[config.mk]
export PLATFORM = sky130hd
export DESIGN_NAME = register_file
export DESIGN_NICKNAME = d
export VERILOG_FILES = /design/src/logic/npc_ctrl_pkg.sv /design/src/logic/rv_isa_pkg.sv /design/src/logic/register_file.sv
export SDC_FILE = /design/constraint.sdc
export NUM_CORES = 2
export LEC_CHECK = 0
export BUFFER_PORTS_ARGS = -buffer_cell sky130_fd_sc_hd__clkbuf_2
export CAP_MARGIN = 20
export CORE_AREA = 2 2 256 385
export DETAILED_ROUTE_END_ITERATION = 10
export DIE_AREA = 0 0 258 387
export HOLD_SLACK_MARGIN = 0.05
export PLACE_DENSITY = 0.76
export SLEW_MARGIN = 10
export SYNTH_ARGS = -nofsm -noshare
export SYNTH_HDL_FRONTEND = slang
export SYNTH_SLANG_ARGS = --single-unit
[constraint.sdc]
create_clock -name clk -period 2.2 [get_ports clk]
set_input_delay 0.33 -clock clk [delete_from_list [all_inputs] [get_ports clk]]
set_output_delay 0.33 -clock clk [all_outputs]
set_load 0.05 [all_outputs]
[src/logic/npc_ctrl_pkg.sv]
package npc_ctrl_pkg;

    // data word, also used for addresses and pc
    typedef logic [31:0] word_t;

    // alu function select
    typedef enum logic [2:0] {
        alu_add  = 3'd0,
        alu_sub  = 3'd1,
        alu_sltu = 3'd2,
        alu_xor  = 3'd3,
        alu_or   = 3'd4,
        alu_ne   = 3'd5
    } alu_op_e;

    // source of the register write-back value
    typedef enum logic [1:0] {
        wb_alu = 2'd0,
        wb_mem = 2'd1,
        wb_pc4 = 2'd2,
        wb_imm = 2'd3
    } wb_sel_e;

    // first fetch address after reset
    localparam word_t reset_pc = 32'h8000_0000;

endpackage

[src/logic/rv_isa_pkg.sv]
package rv_isa_pkg;

    // raw instruction word and its fields
    typedef logic [31:0] inst_t;
    typedef logic [4:0]  reg_idx_t;
    typedef logic [6:0]  opcode_t;
    typedef logic [2:0]  funct3_t;
    typedef logic [6:0]  funct7_t;

    // major opcodes of the supported subset
    localparam opcode_t op_lui    = 7'b0110111;
    localparam opcode_t op_auipc  = 7'b0010111;
    localparam opcode_t op_jal    = 7'b1101111;
    localparam opcode_t op_jalr   = 7'b1100111;
    localparam opcode_t op_imm    = 7'b0010011;
    localparam opcode_t op_reg    = 7'b0110011;
    localparam opcode_t op_load   = 7'b0000011;
    localparam opcode_t op_store  = 7'b0100011;
    localparam opcode_t op_branch = 7'b1100011;

    // funct3 for register-register ops, add and sub share one
    localparam funct3_t f3_add   = 3'b000;
    localparam funct3_t f3_sltu  = 3'b011;
    localparam funct3_t f3_xor   = 3'b100;
    localparam funct3_t f3_or    = 3'b110;
    // immediate ops and jalr
    localparam funct3_t f3_addi  = 3'b000;
    localparam funct3_t f3_sltiu = 3'b011;
    localparam funct3_t f3_jalr  = 3'b000;
    // loads, stores, branches
    localparam funct3_t f3_lw    = 3'b010;
    localparam funct3_t f3_lbu   = 3'b100;
    localparam funct3_t f3_sw    = 3'b010;
    localparam funct3_t f3_sb    = 3'b000;
    localparam funct3_t f3_bne   = 3'b001;

    // funct7 picks add vs sub
    localparam funct7_t funct7_base = 7'b0000000;
    localparam funct7_t funct7_sub  = 7'b0100000;

    // the one system instruction we honour
    localparam inst_t inst_ebreak = 32'h0010_0073;

endpackage

[src/logic/register_file.sv]
`timescale 1ns/1ps

module register_file (
    input  logic                 clk,
    input  logic                 reset,
    input  logic                 wen,
    input  rv_isa_pkg::reg_idx_t waddr,
    input  rv_isa_pkg::reg_idx_t raddr1,
    input  rv_isa_pkg::reg_idx_t raddr2,
    input  npc_ctrl_pkg::word_t  wdata,
    output npc_ctrl_pkg::word_t  rdata1,
    output npc_ctrl_pkg::word_t  rdata2
);

    // storage for x1..x31 only
    // x0 has none
    npc_ctrl_pkg::word_t regs [1:31];

    // write at the edge closing the instruction
    always_ff @(posedge clk) begin
        if (reset) begin
            for (int i = 1; i < 32; i++) begin
                regs[i] <= '0;
            end
        end else if (wen && (waddr != '0)) begin
            regs[waddr] <= wdata;
        end
    end

    // combinational reads with index 0 reading zero
    assign rdata1 = (raddr1 == '0) ? '0 : regs[raddr1];
    assign rdata2 = (raddr2 == '0) ? '0 : regs[raddr2];

endmodule

==> impl_metrics.ini <==
[die]
core_area_um2 = 96500
start_util_pct = 56.6
dieArea_um2 = 99800
die_h_um = 387
die_x_um = 258
pin_count = 114
rows = 140

[worst_setup_path]
required_ns = 1.87
start_kind = register
crit_type = reg -> out
crit_arrival_ns = 2.56
worstPathMaxFanout = 2
path_cells = mux4_2, a22o_1, a2111oi_4, buf_4, nor3_4, buf_8
cp_slowest_stage_delay_ns = 0.54
slowest_stage = mux4_2
critPathLaunch = regs[12][10]
cp-end-kind = output pin
cp-endpoint = rdata2[10]

[final_layout]
final_util_pct = 71.1
largest-register = regs
syn2layout_area_growth_pct = 25.6
top_regs = regs (1024)
layout-drive-gt1-share_pct = 37.8
nets = 4198
largest_register_ff_count = 1024
seq_area_um2 = 30700
nFillCells = 5913
multi_input_area_um2 = 25800

[logic_synthesis]
synth.top_cells.by_area = edfxtp_1, mux4_2, and2_1
synth_cell_types = 44
yosys_warnings = 0
syn_avg_cell_area_um2 = 14.5
synth_common_cells = edfxtp_1, and2_1, mux4_2, mux2i_1, clkbuf_1
synth_edf_count = 1024
ys_seq_elements = 1024
synthCells = 3765
synth.most_common_cell = edfxtp_1
yosys.area.top_type_share_pct = 56.3
synth_area_leader_cell = edfxtp_1
synth-async-reset-ratio_pct = 0
synth_ff_type = edfxtp_1
syn_area_um2 = 54600
synth_sequential_area_ratio_pct = 56.3

[timing]
max_slew_margin_pct = 40.7
setup_viol_count_final = 64
fin_crit_sh_pct = 131
hold_viol_final = 0
period_needed_ns = 2.89
max_clock_freq_ghz = 0.346
slew_violations = 0
rsz0062_at_grt = yes
setup_ws_ns = -0.689
tightest_slew_ns = 0.886

[route]
vias = 38500
vias_per_cell = 6.99
post_drt_wl_per_cell_um = 34.3
drc_errors = 0
drt_iter0_drc = 5344
ant_nets = 0
dr.pass1.iters = 6
routed_wl_mm = 189

[place]
hpwlAfterDp_mm = 119
io_buffers = 113
place.gp.congestion = 0.917

[clock_tree]
clk_path_buf_depth = 3
htree_num_levels = 3
cts-root-buf = clkbuf_16
hold_buffers = 0
cts_made_buffers = 95
path_clk_slew_ns = 0.07
cts_sinks = 1024
cts_tree = yes

[pwr]
irDropWorstVdd_mv = 0.607
power_density_nw_per_um2 = 722
p_total_mw = 49.6
p_leak_nw = 24.7

[job]
cap_violations = 0

[global_routing]
antenna_found_initial = 7
gr-total-overflow = 0
grt_pass1_wl_mm = 268
first_global_vias = 39200
grt_use_total_pct = 37.9
grt_max_degree = 46

[run_status]
violations = setup timing
status = finished, violations left

[min_path]
hp-class = in -> reg
[repair_timing]
| action | in CTS | in global routing |
|---|---|---|
| cloned | 1 | 2 |
| setup endpoints to repair | 64 | 64 |
| pin swaps | 129 | 17 |
| setup buffers | 43 | 13 |
| gates resized for setup | 260 | 72 |
[power breakdown]
group          internal [mW]  switching, mW  total [mW]
logic                   3.87           4.75        8.62
clock network           10.2           7.58        17.8
registers               22.5          0.613        23.1
total                   36.6           12.9        49.6
[metal layers]
metal	share of wire (%)	global-route usage (%)
met1	32	46.7
met5	0.016	0
met2	48	60.5
met3	13	8.95
met4	7.2	23.9
[how the worst min path moves through the flow]
stage	start	to	slack (ns)	depth (start not counted)
finish	wdata[22]	regs[0][22]	0.30	1
global route	wdata[22]	regs[0][22]	0.32	1
CTS	wdata[22]	regs[0][22]	0.25	1
detailed placement	wdata[12]	regs[0][12]	0.98	1
global placement	wdata[14]	regs[0][14]	0.97	1
floorplan	wdata[0]	regs[0][0]	0.43	0
[cells by family after synthesis]
kind of cell           after synthesis  share of synthesized area, %
AOI/OAI and AO/OA                  407                          5.39
buffers and inverters              408                          3.34
DFF                               1024                          56.3
muxes                              712                          21.3
other                                1                       0.00686
and+or+nand+nor                   1213                          13.7
[critical path, delay by kind of cell, from the launching register on]
family | cells | cell delay, ns
flip-flops | 1 | 0.40
AO/OA/AOI/OAI | 2 | 0.50
buffers and inverters | 2 | 0.36
AND/OR/NAND/NOR | 1 | 0.04
multiplexers | 1 | 0.54
[area by class of cell]
type / count / area share [%]
timing repair buffer: 661 / 10.5
inverter: 1 / 0.00729
clock buffer: 107 / 3.65
antenna: 3 / 0.0109
multi-input combinational: 2365 / 37.6
clock inverter: 67 / 1.16
sequential: 1024 / 44.8
tap: 1278 / 2.33
[layout by cell type, fill, tap and decap left out, types with 28 or more instances in the layout]
cell	netlist	routed
buf_4	21	400
a21oi_1	56	36
nor4_4	0	33
and2_1	995	993
a2111oi_4	0	55
nor2_4	0	28
conb_1	1	32
edfxtp_1	1024	1024
mux4_2	356	356
or2_2	32	32
clkbuf_2	1	42
buf_8	0	28
mux2i_1	322	292
clkbuf_16	0	103
a22oi_1	104	91
nor2b_1	56	41
buf_12	0	140
[stage by stage]
stage          instances  worst slack [ns]  TNS (ns)  hold slack [ns]  area [um2]
2_1_floorplan       3796            -0.208     -7.13            0.429       57900
3_5_place_dp        5280            -0.624    -32.77            0.977       63500
5_1_grt             5505            -0.712    -37.50            0.319       68600
4_1_cts             5490            -0.700    -36.13            0.248       68200
3_3_place_gp        5280            -0.616    -32.23            0.973       63500
6_report            5506            -0.689    -35.01            0.299       68600
Power figures use the tool's default switching activity.
