==> src/logic/npc_ctrl_pkg.sv <==
package npc_ctrl_pkg;

    // data word, also used for addresses and pc
    typedef logic [31:0] word_t;

    // alu function select
    typedef enum logic [2:0] {
        alu_add  = 3'd0,
        alu_sub  = 3'd1,
        alu_sltu = 3'd2,
        alu_xor  = 3'd3,
        alu_or   = 3'd4,
        alu_ne   = 3'd5
    } alu_op_e;

    // source of the register write-back value
    typedef enum logic [1:0] {
        wb_alu = 2'd0,
        wb_mem = 2'd1,
        wb_pc4 = 2'd2,
        wb_imm = 2'd3
    } wb_sel_e;

    // first fetch address after reset
    localparam word_t reset_pc = 32'h8000_0000;

endpackage

==> src/logic/rv_isa_pkg.sv <==
package rv_isa_pkg;

    // raw instruction word and its fields
    typedef logic [31:0] inst_t;
    typedef logic [4:0]  reg_idx_t;
    typedef logic [6:0]  opcode_t;
    typedef logic [2:0]  funct3_t;
    typedef logic [6:0]  funct7_t;

    // major opcodes of the supported subset
    localparam opcode_t op_lui    = 7'b0110111;
    localparam opcode_t op_auipc  = 7'b0010111;
    localparam opcode_t op_jal    = 7'b1101111;
    localparam opcode_t op_jalr   = 7'b1100111;
    localparam opcode_t op_imm    = 7'b0010011;
    localparam opcode_t op_reg    = 7'b0110011;
    localparam opcode_t op_load   = 7'b0000011;
    localparam opcode_t op_store  = 7'b0100011;
    localparam opcode_t op_branch = 7'b1100011;

    // funct3 for register-register ops, add and sub share one
    localparam funct3_t f3_add   = 3'b000;
    localparam funct3_t f3_sltu  = 3'b011;
    localparam funct3_t f3_xor   = 3'b100;
    localparam funct3_t f3_or    = 3'b110;
    // immediate ops and jalr
    localparam funct3_t f3_addi  = 3'b000;
    localparam funct3_t f3_sltiu = 3'b011;
    localparam funct3_t f3_jalr  = 3'b000;
    // loads, stores, branches
    localparam funct3_t f3_lw    = 3'b010;
    localparam funct3_t f3_lbu   = 3'b100;
    localparam funct3_t f3_sw    = 3'b010;
    localparam funct3_t f3_sb    = 3'b000;
    localparam funct3_t f3_bne   = 3'b001;

    // funct7 picks add vs sub
    localparam funct7_t funct7_base = 7'b0000000;
    localparam funct7_t funct7_sub  = 7'b0100000;

    // the one system instruction we honour
    localparam inst_t inst_ebreak = 32'h0010_0073;

endpackage

==> src/logic/npc_ctrl_if.sv <==
`timescale 1ns/1ps

// decoded control levels, valid in the same cycle as inst
interface npc_ctrl_if;

    npc_ctrl_pkg::alu_op_e alu_op;
    logic                  src1_is_pc;
    logic                  src2_is_imm;
    npc_ctrl_pkg::word_t   imm;
    logic                  reg_wen;
    npc_ctrl_pkg::wb_sel_e wb_sel;
    logic                  mem_read;
    logic                  mem_write;
    logic                  mem_byte;
    logic                  is_jal;
    logic                  is_jalr;
    logic                  is_bne;
    logic                  halt;

    // decoder side
    modport dec (
        output alu_op, src1_is_pc, src2_is_imm, imm, reg_wen, wb_sel,
               mem_read, mem_write, mem_byte, is_jal, is_jalr, is_bne, halt
    );

    // datapath side
    modport dp (
        input alu_op, src1_is_pc, src2_is_imm, imm, reg_wen, wb_sel,
              mem_read, mem_write, mem_byte, is_jal, is_jalr, is_bne, halt
    );

    // data memory only needs the access kind
    modport mem (input mem_read, mem_write, mem_byte);

endinterface

==> src/logic/inst_decode.sv <==
`timescale 1ns/1ps

module inst_decode (
    input  rv_isa_pkg::inst_t    inst,
    output rv_isa_pkg::reg_idx_t rs1,
    output rv_isa_pkg::reg_idx_t rs2,
    output rv_isa_pkg::reg_idx_t rd,
    npc_ctrl_if.dec              ctrl
);

    rv_isa_pkg::opcode_t opcode;
    rv_isa_pkg::funct3_t funct3;
    rv_isa_pkg::funct7_t funct7;
    npc_ctrl_pkg::word_t imm_i;
    npc_ctrl_pkg::word_t imm_s;
    npc_ctrl_pkg::word_t imm_b;
    npc_ctrl_pkg::word_t imm_u;
    npc_ctrl_pkg::word_t imm_j;

    // field slicing
    assign opcode = inst[6:0];
    assign rd     = inst[11:7];
    assign funct3 = inst[14:12];
    assign rs1    = inst[19:15];
    assign rs2    = inst[24:20];
    assign funct7 = inst[31:25];

    // immediates sign-extended from bit 31
    assign imm_i = {{20{inst[31]}}, inst[31:20]};
    assign imm_s = {{20{inst[31]}}, inst[31:25], inst[11:7]};
    assign imm_b = {{19{inst[31]}}, inst[31], inst[7], inst[30:25], inst[11:8], 1'b0};
    assign imm_u = {inst[31:12], 12'h000};
    assign imm_j = {{11{inst[31]}}, inst[31], inst[19:12], inst[20], inst[30:21], 1'b0};

    // per-instruction recognition
    wire is_lui   = (opcode == rv_isa_pkg::op_lui);
    wire is_auipc = (opcode == rv_isa_pkg::op_auipc);
    wire is_jal   = (opcode == rv_isa_pkg::op_jal);
    wire is_jalr  = (opcode == rv_isa_pkg::op_jalr) && (funct3 == rv_isa_pkg::f3_jalr);
    wire is_addi  = (opcode == rv_isa_pkg::op_imm) && (funct3 == rv_isa_pkg::f3_addi);
    wire is_sltiu = (opcode == rv_isa_pkg::op_imm) && (funct3 == rv_isa_pkg::f3_sltiu);
    wire is_rr    = (opcode == rv_isa_pkg::op_reg) && (funct7 == rv_isa_pkg::funct7_base);
    wire is_add   = is_rr && (funct3 == rv_isa_pkg::f3_add);
    wire is_sltu  = is_rr && (funct3 == rv_isa_pkg::f3_sltu);
    wire is_xor   = is_rr && (funct3 == rv_isa_pkg::f3_xor);
    wire is_or    = is_rr && (funct3 == rv_isa_pkg::f3_or);
    wire is_sub   = (opcode == rv_isa_pkg::op_reg) && (funct7 == rv_isa_pkg::funct7_sub)
                    && (funct3 == rv_isa_pkg::f3_add);
    wire is_lw    = (opcode == rv_isa_pkg::op_load) && (funct3 == rv_isa_pkg::f3_lw);
    wire is_lbu   = (opcode == rv_isa_pkg::op_load) && (funct3 == rv_isa_pkg::f3_lbu);
    wire is_sw    = (opcode == rv_isa_pkg::op_store) && (funct3 == rv_isa_pkg::f3_sw);
    wire is_sb    = (opcode == rv_isa_pkg::op_store) && (funct3 == rv_isa_pkg::f3_sb);
    wire is_bne   = (opcode == rv_isa_pkg::op_branch) && (funct3 == rv_isa_pkg::f3_bne);

    // immediate picked by instruction class
    // unknown encodings get zero
    always_comb begin
        ctrl.imm = '0;
        if (is_addi || is_sltiu || is_jalr || is_lw || is_lbu) begin
            ctrl.imm = imm_i;
        end else if (is_sw || is_sb) begin
            ctrl.imm = imm_s;
        end else if (is_bne) begin
            ctrl.imm = imm_b;
        end else if (is_lui || is_auipc) begin
            ctrl.imm = imm_u;
        end else if (is_jal) begin
            ctrl.imm = imm_j;
        end
    end

    // alu function select
    // add also serves load/store addresses and the jalr target
    always_comb begin
        ctrl.alu_op = npc_ctrl_pkg::alu_add;
        if (is_sub) begin
            ctrl.alu_op = npc_ctrl_pkg::alu_sub;
        end else if (is_sltu || is_sltiu) begin
            ctrl.alu_op = npc_ctrl_pkg::alu_sltu;
        end else if (is_xor) begin
            ctrl.alu_op = npc_ctrl_pkg::alu_xor;
        end else if (is_or) begin
            ctrl.alu_op = npc_ctrl_pkg::alu_or;
        end else if (is_bne) begin
            ctrl.alu_op = npc_ctrl_pkg::alu_ne;
        end
    end

    // write-back source
    always_comb begin
        ctrl.wb_sel = npc_ctrl_pkg::wb_alu;
        if (is_lw || is_lbu) begin
            ctrl.wb_sel = npc_ctrl_pkg::wb_mem;
        end else if (is_jal || is_jalr) begin
            ctrl.wb_sel = npc_ctrl_pkg::wb_pc4;
        end else if (is_lui) begin
            ctrl.wb_sel = npc_ctrl_pkg::wb_imm;
        end
    end

    // operand selects
    assign ctrl.src1_is_pc  = is_auipc;
    assign ctrl.src2_is_imm = is_addi | is_sltiu | is_auipc | is_jalr
                              | is_lw | is_lbu | is_sw | is_sb;

    // write enables stay low for undefined encodings
    assign ctrl.reg_wen = is_lui | is_auipc | is_jal | is_jalr | is_addi | is_sltiu
                          | is_add | is_sub | is_xor | is_or | is_sltu | is_lw | is_lbu;
    assign ctrl.mem_read  = is_lw | is_lbu;
    assign ctrl.mem_write = is_sw | is_sb;
    assign ctrl.mem_byte  = is_lbu | is_sb;

    // next-pc controls
    assign ctrl.is_jal  = is_jal;
    assign ctrl.is_jalr = is_jalr;
    assign ctrl.is_bne  = is_bne;

    // only the exact ebreak word halts
    assign ctrl.halt = (inst == rv_isa_pkg::inst_ebreak);

endmodule

==> src/flat_wrapper.sv <==
// flat-port wrapper written by rule: the top's interface ports become plain ports
module inst_decode_flat 
  (inst, rs1, rs2, rd, ctrl_alu_op, ctrl_src1_is_pc, ctrl_src2_is_imm, ctrl_imm, ctrl_reg_wen, ctrl_wb_sel, ctrl_mem_read, ctrl_mem_write, ctrl_mem_byte, ctrl_is_jal, ctrl_is_jalr, ctrl_is_bne, ctrl_halt);
  npc_ctrl_if ctrl_i ();
  input  rv_isa_pkg::inst_t inst;
  output rv_isa_pkg::reg_idx_t rs1;
  output rv_isa_pkg::reg_idx_t rs2;
  output rv_isa_pkg::reg_idx_t rd;
  output wire logic [$bits(ctrl_i.alu_op)-1:0] ctrl_alu_op;
  output wire logic [$bits(ctrl_i.src1_is_pc)-1:0] ctrl_src1_is_pc;
  output wire logic [$bits(ctrl_i.src2_is_imm)-1:0] ctrl_src2_is_imm;
  output wire logic [$bits(ctrl_i.imm)-1:0] ctrl_imm;
  output wire logic [$bits(ctrl_i.reg_wen)-1:0] ctrl_reg_wen;
  output wire logic [$bits(ctrl_i.wb_sel)-1:0] ctrl_wb_sel;
  output wire logic [$bits(ctrl_i.mem_read)-1:0] ctrl_mem_read;
  output wire logic [$bits(ctrl_i.mem_write)-1:0] ctrl_mem_write;
  output wire logic [$bits(ctrl_i.mem_byte)-1:0] ctrl_mem_byte;
  output wire logic [$bits(ctrl_i.is_jal)-1:0] ctrl_is_jal;
  output wire logic [$bits(ctrl_i.is_jalr)-1:0] ctrl_is_jalr;
  output wire logic [$bits(ctrl_i.is_bne)-1:0] ctrl_is_bne;
  output wire logic [$bits(ctrl_i.halt)-1:0] ctrl_halt;
  assign ctrl_alu_op = ctrl_i.alu_op;
  assign ctrl_src1_is_pc = ctrl_i.src1_is_pc;
  assign ctrl_src2_is_imm = ctrl_i.src2_is_imm;
  assign ctrl_imm = ctrl_i.imm;
  assign ctrl_reg_wen = ctrl_i.reg_wen;
  assign ctrl_wb_sel = ctrl_i.wb_sel;
  assign ctrl_mem_read = ctrl_i.mem_read;
  assign ctrl_mem_write = ctrl_i.mem_write;
  assign ctrl_mem_byte = ctrl_i.mem_byte;
  assign ctrl_is_jal = ctrl_i.is_jal;
  assign ctrl_is_jalr = ctrl_i.is_jalr;
  assign ctrl_is_bne = ctrl_i.is_bne;
  assign ctrl_halt = ctrl_i.halt;
  inst_decode u_core (.inst(inst), .rs1(rs1), .rs2(rs2), .rd(rd), .ctrl(ctrl_i));
endmodule
==> config.mk <==
export PLATFORM = sky130hd
export DESIGN_NAME = inst_decode_flat
export DESIGN_NICKNAME = d
export VERILOG_FILES = /design/src/logic/npc_ctrl_pkg.sv /design/src/logic/rv_isa_pkg.sv /design/src/logic/npc_ctrl_if.sv /design/src/logic/inst_decode.sv /design/src/flat_wrapper.sv
export SDC_FILE = /design/constraint.sdc
export NUM_CORES = 1
export LEC_CHECK = 0
export BUFFER_PORTS_ARGS = -buffer_cell sky130_fd_sc_hd__buf_4
export CORE_UTILIZATION = 35
export DETAILED_ROUTE_END_ITERATION = 16
export PLACE_DENSITY_LB_ADDON = 0.1
export SLEW_MARGIN = 20
export SYNTH_ARGS = -nofsm -noshare
export SYNTH_HDL_FRONTEND = slang
export SYNTH_SLANG_ARGS = --single-unit
==> constraint.sdc <==
create_clock -name vclk -period 2.39
set_clock_uncertainty 0.2 [all_clocks]
set_input_delay 0.478 -clock vclk [all_inputs]
set_output_delay 0.478 -clock vclk [all_outputs]
set_load 0.01 [all_outputs]
==> results.cfg, run 1 <==
[status]
outcome = aborted with a tool error
stop_stage = 5_1_grt
tool.error = [ERROR DPL-0038] Utilization greater than 100%, impossible to legalize

[global_routing]
grt_max_degree = 13

[placement]
dpl.cell_count = 291
detailed_place_hpwl_mm = 3.72
port_buffers = 94
finalWeightedCongestion = 0.885

[die]
start_util_pct = 38.0
die_w_um = 54.6
fp.dieH_um = 54.6
ioPinCount = 94
row_count = 18

[logic_synthesis]
synthMostInstantiatedCell = nand2_1
synthDistinctLibCells = 42
syn_avg_cell_area_um2 = 6.41
synth_area_leaders = buf_4 12%, o21ai_0 9.8%, nand2_1 7.8%, nand3_1 7.2%, nor4_1 5.2%
syn-cell-area_um2 = 967
synth_top_cell_area_share_pct = 11.6
synth_top_cell_by_area = buf_4
synth_common_cells = 20 x nand2_1, 19 x o21ai_0, 15 x buf_4, 14 x nand3_1
syn_nets = 183
ys_seq_area_share_pct = 0
synth_warnings = 0
synth_cells = 151

[clocking]
cts_hold_buf = 0

[sta]
crit_endpoint = ctrl_imm[23]
endpoint_type = output port
## cells by family after synthesis
group                  synth area share [%]
AND/OR/NAND/NOR                        51.6
buffers and inverters                  17.6
XOR/XNOR                               2.72
AO/OA/AOI/OAI                          28.1
## timing repair
action / in CTS
endpoints found under the setup margin: 43
cloned: 2
buffers inserted: 12
resized for setup: 70
pin swaps: 27
## through the flow
step	setup TNS [ps]	area (um2)	util (%)	worst slack [ps]
3_3_place_gp	-17090	2020	79.5	-619
4_1_cts	-12830	2450	96.2	-416
3_5_place_dp	-19230	2020	79.5	-715
2_1_floorplan	-2850	1130	-	-112
==> inputs of run 2 (changes only) <==
--- a/config.mk
+++ b/config.mk
@@ -6,9 +6,10 @@
 export NUM_CORES = 1
 export LEC_CHECK = 0
 export BUFFER_PORTS_ARGS = -buffer_cell sky130_fd_sc_hd__buf_4
-export CORE_UTILIZATION = 35
+export CORE_AREA = 2 2 63 65
 export DETAILED_ROUTE_END_ITERATION = 16
-export PLACE_DENSITY_LB_ADDON = 0.1
+export DIE_AREA = 0 0 65 67
+export PLACE_DENSITY_LB_ADDON = 0.15
 export SLEW_MARGIN = 20
 export SYNTH_ARGS = -nofsm -noshare
 export SYNTH_HDL_FRONTEND = slang
==> constraint.sdc (replaced) <==
create_clock -name vclk -period 3.1
set_clock_uncertainty 0.2 [all_clocks]
set_input_delay 0.62 -clock vclk [all_inputs]
set_output_delay 0.62 -clock vclk [all_outputs]
set_load 0.01 [all_outputs]
==> results.cfg, run 2 <==
[final_layout]
multi_input_area_um2 = 867
nets = 279
final_util_pct = 51.7
nFlopsAndLatches = 0
drive_above_1_share_pct = 55.1
fillers = 393
diodes = 0
n_clock_buffer = 0
final_common_cell = buf_4
final_cell_mix = 115 x buf_4, 19 x o21ai_0, 19 x nand2_1
stdcell_area_um2 = 1870
syn2layout_area_growth_pct = 92.9
regArea_um2 = 0

[die]
die_w_um = 65
row_count = 22
ioPinCount = 94
coreArea_um2 = 3610
fp.dieH_um = 67
die_area_um2 = 4360
start_util_pct = 26.8

[power_and_ir_drop]
ir_worst_vdd_mv = 0.0476
p_leak_nw = 0.961
power_density_nw_per_um2 = 77.1

[routing]
ant_nets = 0
vias_per_cell = 5.04
drc = 0
drtIter0Drc = 59
firstDrtPassIters = 4
drt_wl_total_mm = 4.25
wire_per_inst_um = 14.5
vias = 1478

[logic_synthesis]
synth_warnings = 0
synth_cells = 151
syn_nets = 183
synthMostInstantiatedCell = nand2_1
synth_area_leaders = buf_4 12%, o21ai_0 9.8%, nand2_1 7.8%, nand3_1 7.2%, nor4_1 5.2%
synth_top_cell_area_share_pct = 11.6
synth_top_cell_by_area = buf_4
synthDistinctLibCells = 42
ys_seq_area_share_pct = 0
syn_avg_cell_area_um2 = 6.41
syn-cell-area_um2 = 967
synth_common_cells = 20 x nand2_1, 19 x o21ai_0, 15 x buf_4, 14 x nand3_1

[global_routing]
antenna_found_initial = 0
grt_pass1_wl_mm = 6.78
grt_max_degree = 24
grtUsageTotal_pct = 19.0
grt_pass1_vias = 1394
grt_overflow = 0

[sta]
timing.fmax_mhz = 329
fin_hold_ws_ps = 1240
postLayoutSetupSlackWorst_ps = 60.6
drv_slew = 0
setup_viol = 0
hold_violations = 0
finalCritPeriodShare_pct = 98.0
min_period_ps = 3040
tightest_slew_ps = 475
slew-limit-headroom_pct = 68.0

[worst_setup_path]
critical_path.startpoint_type = input port
cp-end-kind = output port
cpMostUsedCell = buf_4
worst_ep_arrival_time_ps = 2220
max_stage_delay_ps = 610
crit_chain = buf_4 -> nor4_2 -> buf_4 -> nor4b_4 -> buf_4 -> or4_1 -> a22o_1 -> buf_4
required_ps = 2280
cp_max_fo = 7
worstSetupPathType = in -> out
slowest_stage = or4_1

[clocking]
cts_hold_buf = 0

[placement]
finalWeightedCongestion = 0.838
detailed_place_hpwl_mm = 3.41
dp_slack_ps = -194
place_area_um2 = 1780
port_buffers = 94

[status]
outcome = completed

[job]
drv_cap = 0

[min_path]
hold_path_class = in -> out
==> run 2: cell counts after synthesis <==
No cell type changed its count.
==> run 2: report_power, final <==
part	switching, mW	internal, mW	leakage, nW	total, mW
sequential	0	0	0	0
clock	0	0	0	0
combinational	0.0679	0.0758	0.961	0.144
==> run 2: layout make-up <==
type / count / share of cell area (%)
repair buffers: 118 / 49.5
multi-input cells: 123 / 46.5
well taps: 48 / 3.22
inverters: 4 / 0.805
==> run 2: per-layer routing <==
| metal | up-vias | GRT usage [%] | part of all wire [%] |
|---|---|---|---|
| met2 | 65 | 33.0 | 46 |
| met3 | 0 | 2.36 | 9.6 |
| met5 | - | 0 | 0 |
| li1 | 741 | - | - |
| met4 | 0 | 1.06 | 0 |
| met1 | 672 | 26.1 | 44 |
==> run 2: cell families after synthesis <==
group                  after synthesis  share of synthesized area (%)
AND/OR/NAND/NOR                     80                           51.6
buffers and inverters               28                           17.6
AO/OA/AOI/OAI                       40                           28.1
XOR/XNOR                             3                           2.72
==> run 2: stage by stage <==
step	total power [mW]	std cells	TNS (ps)
after detailed placement	0.138	290	-2130
after global placement	0.137	290	-1080
after global routing	0.154	293	-41.7
after CTS	0.139	290	0
after floorplan	0.0602	151	0
final	0.144	293	0
==> run 2: timing repair <==
item | 4_1_cts | 5_1_grt
endpoints found under the setup margin | 13 | 20
setup buffers | 0 | 3
pin swaps | 0 | 2
resized for setup | 2 | 11
==> run 2: critical path: cells and delay by family <==
family,cells,cell delay [ps]
AND/OR/NAND/NOR,3,810
buffers and inverters,4,560
AO/OA/AOI/OAI,1,220
==> run 2: final timing paths <==
check	slack (ps)	startpoint	to	depth (start not counted)
max	60	inst[12]	ctrl_imm[1]	8
min	1240	inst[17]	rs1[2]	2
Note: power is estimated with default switching activity, not from simulation.
