[src/logic/npc_ctrl_pkg.sv]
package npc_ctrl_pkg;

    // data word, also used for addresses and pc
    typedef logic [31:0] word_t;

    // alu function select
    typedef enum logic [2:0] {
        alu_add  = 3'd0,
        alu_sub  = 3'd1,
        alu_sltu = 3'd2,
        alu_xor  = 3'd3,
        alu_or   = 3'd4,
        alu_ne   = 3'd5
    } alu_op_e;

    // source of the register write-back value
    typedef enum logic [1:0] {
        wb_alu = 2'd0,
        wb_mem = 2'd1,
        wb_pc4 = 2'd2,
        wb_imm = 2'd3
    } wb_sel_e;

    // first fetch address after reset
    localparam word_t reset_pc = 32'h8000_0000;

endpackage

[src/logic/alu.sv]
`timescale 1ns/1ps

module alu (
    input  npc_ctrl_pkg::word_t   src1,
    input  npc_ctrl_pkg::word_t   src2,
    input  npc_ctrl_pkg::alu_op_e alu_op,
    output npc_ctrl_pkg::word_t   result
);

    npc_ctrl_pkg::word_t sum;
    npc_ctrl_pkg::word_t diff;

    assign sum  = src1 + src2;
    assign diff = src1 - src2;

    always_comb begin
        case (alu_op)
            npc_ctrl_pkg::alu_add:  result = sum;
            npc_ctrl_pkg::alu_sub:  result = diff;
            // unsigned compare as 0/1
            npc_ctrl_pkg::alu_sltu: result = {31'b0, (src1 < src2)};
            npc_ctrl_pkg::alu_xor:  result = src1 ^ src2;
            npc_ctrl_pkg::alu_or:   result = src1 | src2;
            // bne condition, read back by the pc logic
            npc_ctrl_pkg::alu_ne:   result = {31'b0, (src1 != src2)};
            default:                result = sum;
        endcase
    end

endmodule

[config.mk]
export PLATFORM = sky130hd
export DESIGN_NAME = alu
export DESIGN_NICKNAME = d
export VERILOG_FILES = /design/src/logic/npc_ctrl_pkg.sv /design/src/logic/alu.sv
export SDC_FILE = /design/constraint.sdc
export NUM_CORES = 1
export LEC_CHECK = 0
export CAP_MARGIN = 5
export CORE_ASPECT_RATIO = 0.7
export CORE_MARGIN = 2
export CORE_UTILIZATION = 69
export DETAILED_ROUTE_END_ITERATION = 8
export DONT_BUFFER_PORTS = 1
export GPL_ROUTABILITY_DRIVEN = 0
export PLACE_DENSITY_LB_ADDON = 0.25
export SLEW_MARGIN = 20
export SYNTH_ARGS = -nofsm -noshare
export SYNTH_HDL_FRONTEND = slang
export SYNTH_SLANG_ARGS = --single-unit
[constraint.sdc]
create_clock -name vclk -period 2.9
set_clock_uncertainty 0.15 [all_clocks]
set_input_delay 0.145 -clock vclk [all_inputs]
set_output_delay 0.145 -clock vclk [all_outputs]
set_load 0.02 [all_outputs]
==> metrics.md, run 1 <==
| Metric | Value |
|---|---|
| Mapped cell area | 5130 um^2 |
| Die H | 76.2 um |
| First Error | [ERROR GRT-0232] Routing congestion too high. Check the congestion heatmap in the GUI. |
| Die X | 107 um |
| I/O Buffers | 0 |
| Failing step | global routing |
| Status | did not finish |
| WEP type | output port |
| GR Util All Layers | 0.787 |
| Initial core utilization | 0.707 |
| Synthesized instance count | 796 |
| Row cnt | 26 |
| Register area share after synthesis | 0 |
| DP Area | 6090 um^2 |
| Cts-stage hold buffer count | 0 |
| Global route overflow | 1 |
| Ys Warns | 0 |
| Yosys cell types | 78 |
| DP Worst Slack | -269 ps |
| Pin count of the biggest net entering global routing | 57 |
| Cell count after placement | 982 |
| GR repair worst EP | result[22] |
| Average instance area after synthesis | 6.45 um^2 |
| HPWL Detailed | 15500 um |
| I/O pin cnt | 99 |
| Syn_nets | 960 |
==> cell usage after synthesis (13+ instances only) <==
master    count  area, um^2
inv_1        96         360
ha_1         95        1190
nor2_1       81         304
a21oi_1      78         390
o21ai_0      62         310
nand2_1      52         195
clkbuf_1     36         135
a221oi_1     18         158
nor3_1       17        85.1
nand2b_1     15        93.8
o21bai_1     15         113
nand3_1      13        65.1
xnor2_1      13         114
==> timing repair <==
item,in CTS
gates resized for setup,43
setup buffers,3
setup endpoints to repair,16
pin swaps,22
==> per-stage QoR <==
step | TNS, ps | utilization
after CTS | -36.4 | 0.874
after detailed placement | -1970 | 0.840
after global placement | -859 | 0.840
after floorplan | 0 | -
==> metal layers <==
layer | overflow | global-route usage
met3 | 0 | 0.686
met5 | 0 | 0.338
met2 | 0 | 0.918
met4 | 1 | 0.725
met1 | 0 | 0.801
==> cell families after synthesis <==
group                    Yosys count  synth area share
AND/OR/NAND/NOR                  226             0.208
XOR/XNOR                          14            0.0239
AO/OA/AOI/OAI                    309             0.407
adder cells (fa/ha/maj)           97             0.239
multiplexers                       6            0.0129
buffers and inverters            144             0.109
==> run 2: changes to the inputs <==
Settings changed: CORE_ASPECT_RATIO 0.7 to default, CORE_UTILIZATION 69 to 40, PLACE_DENSITY_LB_ADDON 0.25 to 0.15.
==> run 2 against run 1 <==
The flow now finishes, with violations (setup timing). Synthesized cell count is the same. Area after synthesis is the same.
==> metrics.md, run 2 <==
| Metric | Value |
|---|---|
| Worst Setup SP | src2[16] |
| Post-synth top cells | inv_1, ha_1, nor2_1, a21oi_1, o21ai_0 |
| Footprint of the multi-input gates | 5330 um^2 |
| Fmax | 339 MHz |
| Vias/cell | 6.24 |
| Sw Ratio | 0.551 |
| DRC viols | 0 |
| I/O Buffers | 0 (unchanged) |
| FFs & Latches | 0 |
| ANT cells | 0 |
| DR WL/cell | 19.3 um |
| Share of the clock period used by the worst path | 1.02 |
| Max VDD drop | 0.000134 V |
| I/O pin cnt | 99 (unchanged) |
| Area leader, netlist | ha_1 |
| Vias in the first global route | 6506 |
| Die X | 117 um (+9.5%) |
| Commonest non-fill, non-tap cell in the layout | buf_4 |
| Max Cap Violations | 0 |
| Total wire length | 21200 um |
| Data required time of the worst path | 2610 ps |
| Worst hold path class | input port to primary output |
| Leak Pwr | 3.35 nW |
| CP max stage cell | a221o_1 |
| Clock network fraction of design power | 0 |
| Worst hold margin | 372 ps |
| Layout cells sized above 1 | 0.336 |
| Die H | 117 um (+54%) |
| Vias | 6847 |
| Most numerous cell on the critical path | a221o_1 |
| Setup crit start kind | input port |
| Most area-consuming cells after synthesis | ha_1, a21oi_1, inv_1 |
| Synthesized instance count | 796 (unchanged) |
| Post-route cell area | 7340 um^2 |
| Fin crit period | 2950 ps |
| Hold Fails Final Rpt | 0 |
| Ys Warns | 0 (unchanged) |
| Worst setup margin | -51.2 ps |
| Routed Antenna Nets | 0 |
| Relative slew slack | 0.464 |
| Row cnt | 41 (+58%) |
| DP Area | 6340 um^2 (+4.1%) |
| Initial core utilization | 0.408 (-0.299) |
| Area share of the largest cell type after synthesis | 0.232 (unchanged) |
| Pin count of the biggest net entering global routing | 57 |
| Measured slew at the worst slew-check pin | 796 ps |
| Most common cell in the netlist | inv_1 |
| Core Util, Final | 0.584 |
| Data arrival, critical path | 2660 ps |
| Register area share after synthesis | 0 (unchanged) |
| Comb power frac | 1.000 |
| Register area | 0 um^2 |
| Global route overflow | 0 |
| RSZ-0062 raised after global routing | yes |
| CP peak stage delay | 380 ps |
| Die area | 13700 um^2 |
| Filler cell count | 1191 |
| Setup crit end | result[30] |
| Number of setup violations in the final report | 2 |
| Yosys cell types | 78 (unchanged) |
| Crit Path Class | input port to primary output |
| Mapped cell area | 5130 um^2 (unchanged) |
| Part of the power in registers | 0 |
| Worst Setup End Kind | primary output |
| Violated checks | setup timing |
| P&R area growth vs syn | 43.1% |
| First-pass GRT wire length | 31800 um |
| Slew Viols, Final | 0 |
| Sw power | 0.955 mW |
| Status | finished with violations |
| Average instance area after synthesis | 6.45 um^2 (unchanged) |
| GR Util All Layers | 0.285 |
| PD cells | 236 nW/um^2 |
| 1st-iter DRT viols | 590 |
| Syn_nets | 960 (unchanged) |
| Max FO, Critical Path | 5 |
| Core area | 12600 um^2 |
| # nets final | 1092 |
| Initial antenna violation count | 0 |
| Most frequent cells in the layout | buf_4, inv_1, nor2_1, ha_1, a21oi_1 |
| HPWL Detailed | 15500 um (+0.47%) |
| DRT Pass-1 Iters | 5 |
| CP cell instances | inv_12 -> ha_4 -> and3_4 -> and2_4 -> a221o_1 -> a221o_1 -> o21ai_2 -> buf_4 -> o21ai_4 -> a211o_1 -> a221o_1 -> o21ai_2 -> buf_6 |
| # clk buffers | 0 |
| P_int | 0.778 mW |
## run 2: cell counts after synthesis
Identical to the previous run, type by type.
## run 2: what timing repair did
action | in CTS | in global routing
endpoints found under the setup margin | 13 | 18
hold buffers | 0 | 0
setup buffers | 13 | 9
resized for setup | 84 | 93
pin swaps | 38 | 37
## run 2: per-layer routing
layer	global-route usage	vias to the layer above	share of wire
met3	0.0340	89	0.080
li1	-	3143	-
met5	0	-	0
met1	0.361	3220	0.40
met2	0.498	395	0.48
met4	0.101	0	0.042
## run 2: cell families after synthesis
| family | synth area share |
|---|---|
| and+or+nand+nor | 0.208 |
| xor gates and xnor gates | 0.0239 |
| adders and majority gates | 0.239 |
| AOI/OAI and AO/OA | 0.407 |
| buffers and inverters | 0.109 |
| muxes | 0.0129 |
## run 2: cell type report
cell class / instances / share of cell area
inverter: 96 / 0.0568
multi-input combinational: 652 / 0.726
tap: 172 / 0.0293
timing repair buffer: 178 / 0.188
## run 2: power groups by stage
stage | clock [mW] | sequential (mW) | combinational (mW)
finish | 0 | 0 | 1.73
global route | 0 | 0 | 1.85
CTS | 0 | 0 | 1.54
detailed placement | 0 | 0 | 1.42
global placement | 0 | 0 | 1.41
floorplan | 0 | 0 | 0.905
## run 2: how the worst min path moves through the flow
stage | slack, ps | to | cells past startpoint | from
final | 370 | result[15] | 1 | alu_op[2]
after floorplan | 470 | result[13] | 3 | src1[13]
after global routing | 370 | result[15] | 1 | alu_op[2]
after CTS | 400 | result[5] | 1 | alu_op[2]
after global placement | 400 | result[5] | 1 | alu_op[2]
after detailed placement | 400 | result[0] | 3 | alu_op[0]
## run 2: worst max-delay path: cells and delay by family
kind / cells / cell delay [ps]
and+or+nand+nor: 2 / 300
AOI/OAI and AO/OA: 7 / 1670
adders and majority gates: 1 / 240
buffers and inverters: 3 / 300
## run 2: metrics by stage
stage,TNS (ps),std cells,total power [mW],worst slack (ps)
floorplan,0,796,0.905,1.11
global placement,-1810,1077,1.41,-302
detailed placement,-2300,1077,1.42,-337
CTS,-15.8,1090,1.54,-8.46
global route,-708,1098,1.85,-118
finish,-53.4,1098,1.73,-51.2
(Power assumes the default switching activity.)
==> run 3: changes to the inputs <==
Settings changed: CORE_ASPECT_RATIO from default to 0.7, MAX_ROUTING_LAYER from default to met4.
==> run 3 against run 2 <==
The flow still finishes with violations (setup timing). Cell area decreased by 0.14%. Die area increased by 0.10%. Clock-buffer cell count unchanged. Hold slack improved by 37 ps. Core utilization increased by 0.41 points. Combinational power about the same. First-iteration DRC count increased by 31%. Via count decreased by 0.51%. Sequential share of layout area unchanged. Power increased by 1.3%. Non-clock buffer count increased by 10.
==> metrics.md, run 3 (same netlist as run 2, synthesis figures left out) <==
| Metric | Value |
|---|---|
| Commonest non-fill, non-tap cell in the layout | buf_4 |
| Crit Path Class | input port to primary output |
| # clk buffers | 0 (unchanged) |
| HPWL Detailed | 16200 um (+4.4%) |
| Setup crit start kind | input port |
| DRC viols | 0 (unchanged) |
| Initial antenna violation count | 0 (unchanged) |
| Max Cap Violations | 0 (unchanged) |
| First-pass GRT wire length | 33400 um (+5.0%) |
| Violated checks | setup timing |
| Power consumption | 1.76 mW (+1.3%) |
| Most Crowded Layer GR | met1 |
| Data required time of the worst path | 2610 ps (about the same) |
| Core Util, Final | 0.588 (+0.00406) |
| Most numerous cell on the critical path | buf_6 |
| DR WL/cell | 19.9 um (+2.9%) |
| Most frequent cells in the layout | buf_4, inv_1, nor2_1, ha_1, a21oi_1 |
| Hold Fails Final Rpt | 0 (unchanged) |
| Die X | 139 um (+19%) |
| Die area | 13800 um^2 (+0.10%) |
| Data arrival, critical path | 2660 ps (about the same) |
| ANT cells | 0 (unchanged) |
| Vias | 6812 (-0.51%) |
| Routed Antenna Nets | 0 (unchanged) |
| Slew Viols, Final | 0 (unchanged) |
| Leak Pwr | 3.39 nW (+1.3%) |
| I/O pin cnt | 99 (unchanged) |
| RSZ-0062 raised after global routing | yes |
| Cts-stage hold buffer count | 0 (unchanged) |
| P&R area growth vs syn | 42.9% |
| Worst Hold Launch | alu_op[0] |
| CP max stage cell | or4_1 |
| PD cells | 239 nW/um^2 (+1.4%) |
| Initial core utilization | 0.412 (+0.00340) |
| Layout cells sized above 1 | 0.340 (+0.00389) |
| Pin count of the biggest net entering global routing | 57 (unchanged) |
| Relative slew slack | 0.226 (-0.239) |
| I/O Buffers | 0 (unchanged) |
| DP Worst Slack | -330 ps (+7.33 ps) |
| Share of the clock period used by the worst path | 1.02 (+0.00194) |
| Max FO, Critical Path | 3 (-2) |
| Worst hold path cell count | 3 (+2) |
| Worst setup margin | -56.8 ps (-5.61 ps) |
| # nets final | 1102 (+0.92%) |
| CP peak stage delay | 420 ps (+40 ps) |
| Hold path endpoint | result[0] |
| Fmax | 338 MHz (-0.19%) |
| Fin crit period | 2960 ps (+5.61 ps) |
| DRT Pass-1 Iters | 5 (unchanged) |
| Row cnt | 34 (-17%) |
| Register area | 0 um^2 (unchanged) |
| FFs & Latches | 0 (unchanged) |
| 1st-iter DRT viols | 772 (+31%) |
| GR Util All Layers | 0.301 (+0.0153) |
| Core area | 12500 um^2 (-0.83%) |
| Measured slew at the worst slew-check pin | 1160 ps (+365 ps) |
| Status | finished with violations |
| CP cell instances | inv_1 -> ha_2 -> or2_4 -> o211ai_4 -> a311oi_4 -> a221oi_4 -> buf_6 -> o41ai_2 -> buf_4 -> o21bai_4 -> a21oi_2 -> or4_1 -> nand3_2 -> buf_6 |
| Global route overflow | 0 (unchanged) |
| Total wire length | 21800 um (+2.9%) |
| Worst hold path class | input port to primary output |
| Die H | 98.8 um (-16%) |
| Vias/cell | 6.20 (-0.51%) |
| Worst Setup End Kind | primary output |
| Setup_tns | -215 ps (-162 ps) |
| Number of setup violations in the final report | 6 (+4) |
| Met1 usage | 0.452 (+0.0906) |
| M3 GR Usage | 0.0306 (-0.00337) |
| Met2 usage | 0.437 (-0.0614) |
| Max VDD drop | 0.000110 V (-18%) |
| Vias in the first global route | 6311 (-3.0%) |
==> run 3: what timing repair did <==
| item | CTS | global route |
|---|---|---|
| setup buffers | 9 | 16 |
| pin swaps | 37 | 57 |
| setup endpoints to repair | 18 | 23 |
| resized for setup | 80 | 85 |
==> run 3: cell type report <==
class / count / area [um^2]
Fill cell: 1177 / 5130
Tap cell: 162 / 203
Multi-Input combinational cell: 652 / 5280
Inverter: 96 / 388
Timing Repair Buffer: 188 / 1460
==> run 3: metal layers <==
metal	vias to the layer above	wire, um
met1	3189	10100
met3	36	2140
met5	-	0
met2	431	9330
li1	3156	-
met4	0	316
==> run 3: through the flow <==
step / cells / hold slack [ps] / cell area [um^2]
after detailed placement: 1075 / 391 / 6390
after global placement: 1075 / 394 / 6390
after global routing: 1098 / 408 / 7330
after floorplan: 796 / 474 / 5140
final: 1098 / 409 / 7330
after CTS: 1083 / 390 / 6820
==> run 3: worst max path at each step <==
stage | startpoint | depth (start not counted) | end | slack [ps]
6_report | src2[1] | 14 | result[21] | -60
4_1_cts | src1[0] | 15 | result[22] | -40
3_5_place_dp | src2[4] | 12 | result[17] | -330
2_1_floorplan | src2[2] | 12 | result[31] | 1
3_3_place_gp | src1[1] | 11 | result[17] | -320
5_1_grt | src1[1] | 12 | result[31] | -140
==> run 3: critical path: cells and delay by family <==
kind            cells  cell delay [ps]
fa+ha+maj           1              200
buf+inv             4              510
compound gates      6             1030
simple gates        3              770
==> run 3: report_power, final <==
| part | switching, mW | leakage, nW | internal [mW] |
|---|---|---|---|
| logic | 0.969 | 3.39 | 0.786 |
| registers | 0 | 0 | 0 |
| clock network | 0 | 0 | 0 |
==> run 4: changes to the inputs <==
Settings changed: PLACE_DENSITY_LB_ADDON 0.15 to default.
==> run 4 against run 3 <==
The flow still finishes with violations (setup timing). Core utilization is 0.48 points lower. Combinational power hardly changed. Clock-buffer cell count stayed put. Non-clock buffer count is 1 lower. Via count is 2.1% higher. Fmax is 1.9% lower. Critical endpoint unchanged. Largest cell class unchanged.
==> metrics.md, run 4 (same netlist as run 2, synthesis figures left out) <==
| Metric | Value |
|---|---|
| Data arrival, critical path | 2720 ps (+60 ps) |
| Share of the clock period used by the worst path | 1.04 (+0.0193) |
| # nets final | 1101 (-0.091%) |
| I/O pin cnt | 99 (unchanged) |
| Post-Layout Cell Count | 1097 (-0.091%) |
| DRC viols | 0 (unchanged) |
| Die X | 139 um (unchanged) |
| Data required time of the worst path | 2610 ps (about the same) |
| Vias in the first global route | 6611 (+4.8%) |
| GR Util All Layers | 0.306 (+0.00555) |
| Slew Viols, Final | 0 (unchanged) |
| Fmax | 332 MHz (-1.9%) |
| PD cells | 240 nW/um^2 (+0.16%) |
| Die H | 98.8 um (unchanged) |
| # clk buffers | 0 (unchanged) |
| P&R area growth vs syn | 41.7% |
| Initial antenna violation count | 0 (unchanged) |
| Violated checks | setup timing |
| Hold Fails Final Rpt | 0 (unchanged) |
| DR WL/cell | 20.2 um (+1.7%) |
| 1st-iter DRT viols | 1087 (+41%) |
| Core area | 12500 um^2 (unchanged) |
| Number of setup violations in the final report | 5 (-1) |
| Status | finished with violations |
| Row cnt | 34 (unchanged) |
| Register area | 0 um^2 (unchanged) |
| Max VDD drop | 0.000117 V (+6.6%) |
| Measured slew at the worst slew-check pin | 695 ps (-467 ps) |
| DRT Pass-1 Iters | 5 (unchanged) |
| Pin count of the biggest net entering global routing | 57 (unchanged) |
| Cell count after placement | 1080 (+0.47%) |
| Worst Setup End Kind | primary output |
| Cts-stage hold buffer count | 0 (unchanged) |
| Max Cap Violations | 0 (unchanged) |
| Leak Pwr | 3.36 nW (-0.75%) |
| Setup_tns | -247 ps (-32.0 ps) |
| Max FO, Critical Path | 5 (+2) |
| Setup crit start kind | input port |
| Total wire length | 22200 um (+1.6%) |
| I/O Buffers | 0 (unchanged) |
| Crit Path Class | input port to primary output |
| HPWL Detailed | 16600 um (+2.3%) |
| RSZ-0062 raised after global routing | yes |
| Relative slew slack | 0.535 (+0.309) |
| Layout cells sized above 1 | 0.339 (-0.000706) |
| Worst setup margin | -113 ps (-55.9 ps) |
| Routed Antenna Nets | 0 (unchanged) |
| FFs & Latches | 0 (unchanged) |
| Worst hold path cell count | 1 (-2) |
| Worst hold path class | input port to primary output |
| Global route overflow | 0 (unchanged) |
| Initial core utilization | 0.412 (unchanged) |
| Die area | 13800 um^2 (unchanged) |
| Fin crit period | 3010 ps (+55.9 ps) |
| Vias | 6956 (+2.1%) |
| Most frequent cells in the layout | buf_4, inv_1, nor2_1, ha_1, a21oi_1 |
| Hold path endpoint | result[15] |
| ANT cells | 0 (unchanged) |
| Vias/cell | 6.34 (+2.2%) |
| First-pass GRT wire length | 34100 um (+2.2%) |
| Worst Hold Launch | alu_op[2] |
| Commonest non-fill, non-tap cell in the layout | buf_4 |
[run 4: cell types whose count changed in the layout (fill, tap and decap cells not counted), sizes merged]
cell	previous run	this run
buf	188	187
clkinvlp	2	0
inv	94	96
[run 4: how the worst max path moves through the flow]
| stage | start | end | slack [ps] | depth (start not counted) |
|---|---|---|---|---|
| final | src2[1] | result[21] | -110 | 14 |
| after global routing | src2[1] | result[21] | -130 | 14 |
| after CTS | src2[16] | result[30] | -40 | 12 |
| after detailed placement | src2[16] | result[30] | -320 | 12 |
| after global placement | src1[16] | result[30] | -280 | 12 |
| after floorplan | src2[2] | result[31] | 1 | 12 |
[run 4: stage by stage]
stage | hold slack [ps] | power, mW | worst slack, ps | area, um^2 | util
floorplan | 474 | 0.905 | 1.11 | 5140 | -
global placement | 396 | 1.44 | -281 | 6430 | 0.516
detailed placement | 383 | 1.46 | -322 | 6430 | 0.516
CTS | 388 | 1.57 | -35.1 | 6830 | 0.548
global route | 367 | 1.85 | -128 | 7270 | 0.583
finish | 380 | 1.74 | -113 | 7270 | 0.583
[run 4: per-layer routing]
metal | vias to the layer above | GRT usage | part of all wire
met1 | 3227 | 0.433 | 0.42
li1 | 3156 | - | -
met3 | 56 | 0.0622 | 0.14
met5 | - | - | 0
met4 | 0 | 0.0723 | 0.022
met2 | 517 | 0.446 | 0.42
[run 4: worst max-delay path, cell delays in order]
cell and delay (ps):
inv_1 70, ha_2 190, or2_4 260, o211ai_4 210
a311oi_4 170, a221oi_4 390, buf_4 180, o41ai_2 60
buf_4 150, o21bai_1 130, a21oi_1 100, or4_1 430
nand3_2 110, buf_6 120
[run 4: timing repair]
| action | in CTS | in global routing |
|---|---|---|
| resized for setup | 70 | 89 |
| setup endpoints to repair | 17 | 22 |
| buffers inserted | 9 | 10 |
| pin swaps | 34 | 45 |
[run 4: where the power goes]
| part | switching [mW] | total, mW | internal, mW |
|---|---|---|---|
| clock network | 0 | 0 | 0 |
| registers | 0 | 0 | 0 |
| logic | 0.970 | 1.74 | 0.774 |
[run 4: cell type report]
cell class                 instances  area, um^2
fill                            1111        5190
tap                              162         203
inverter                          96         390
timing repair buffer             187        1430
multi-input combinational        652        5250
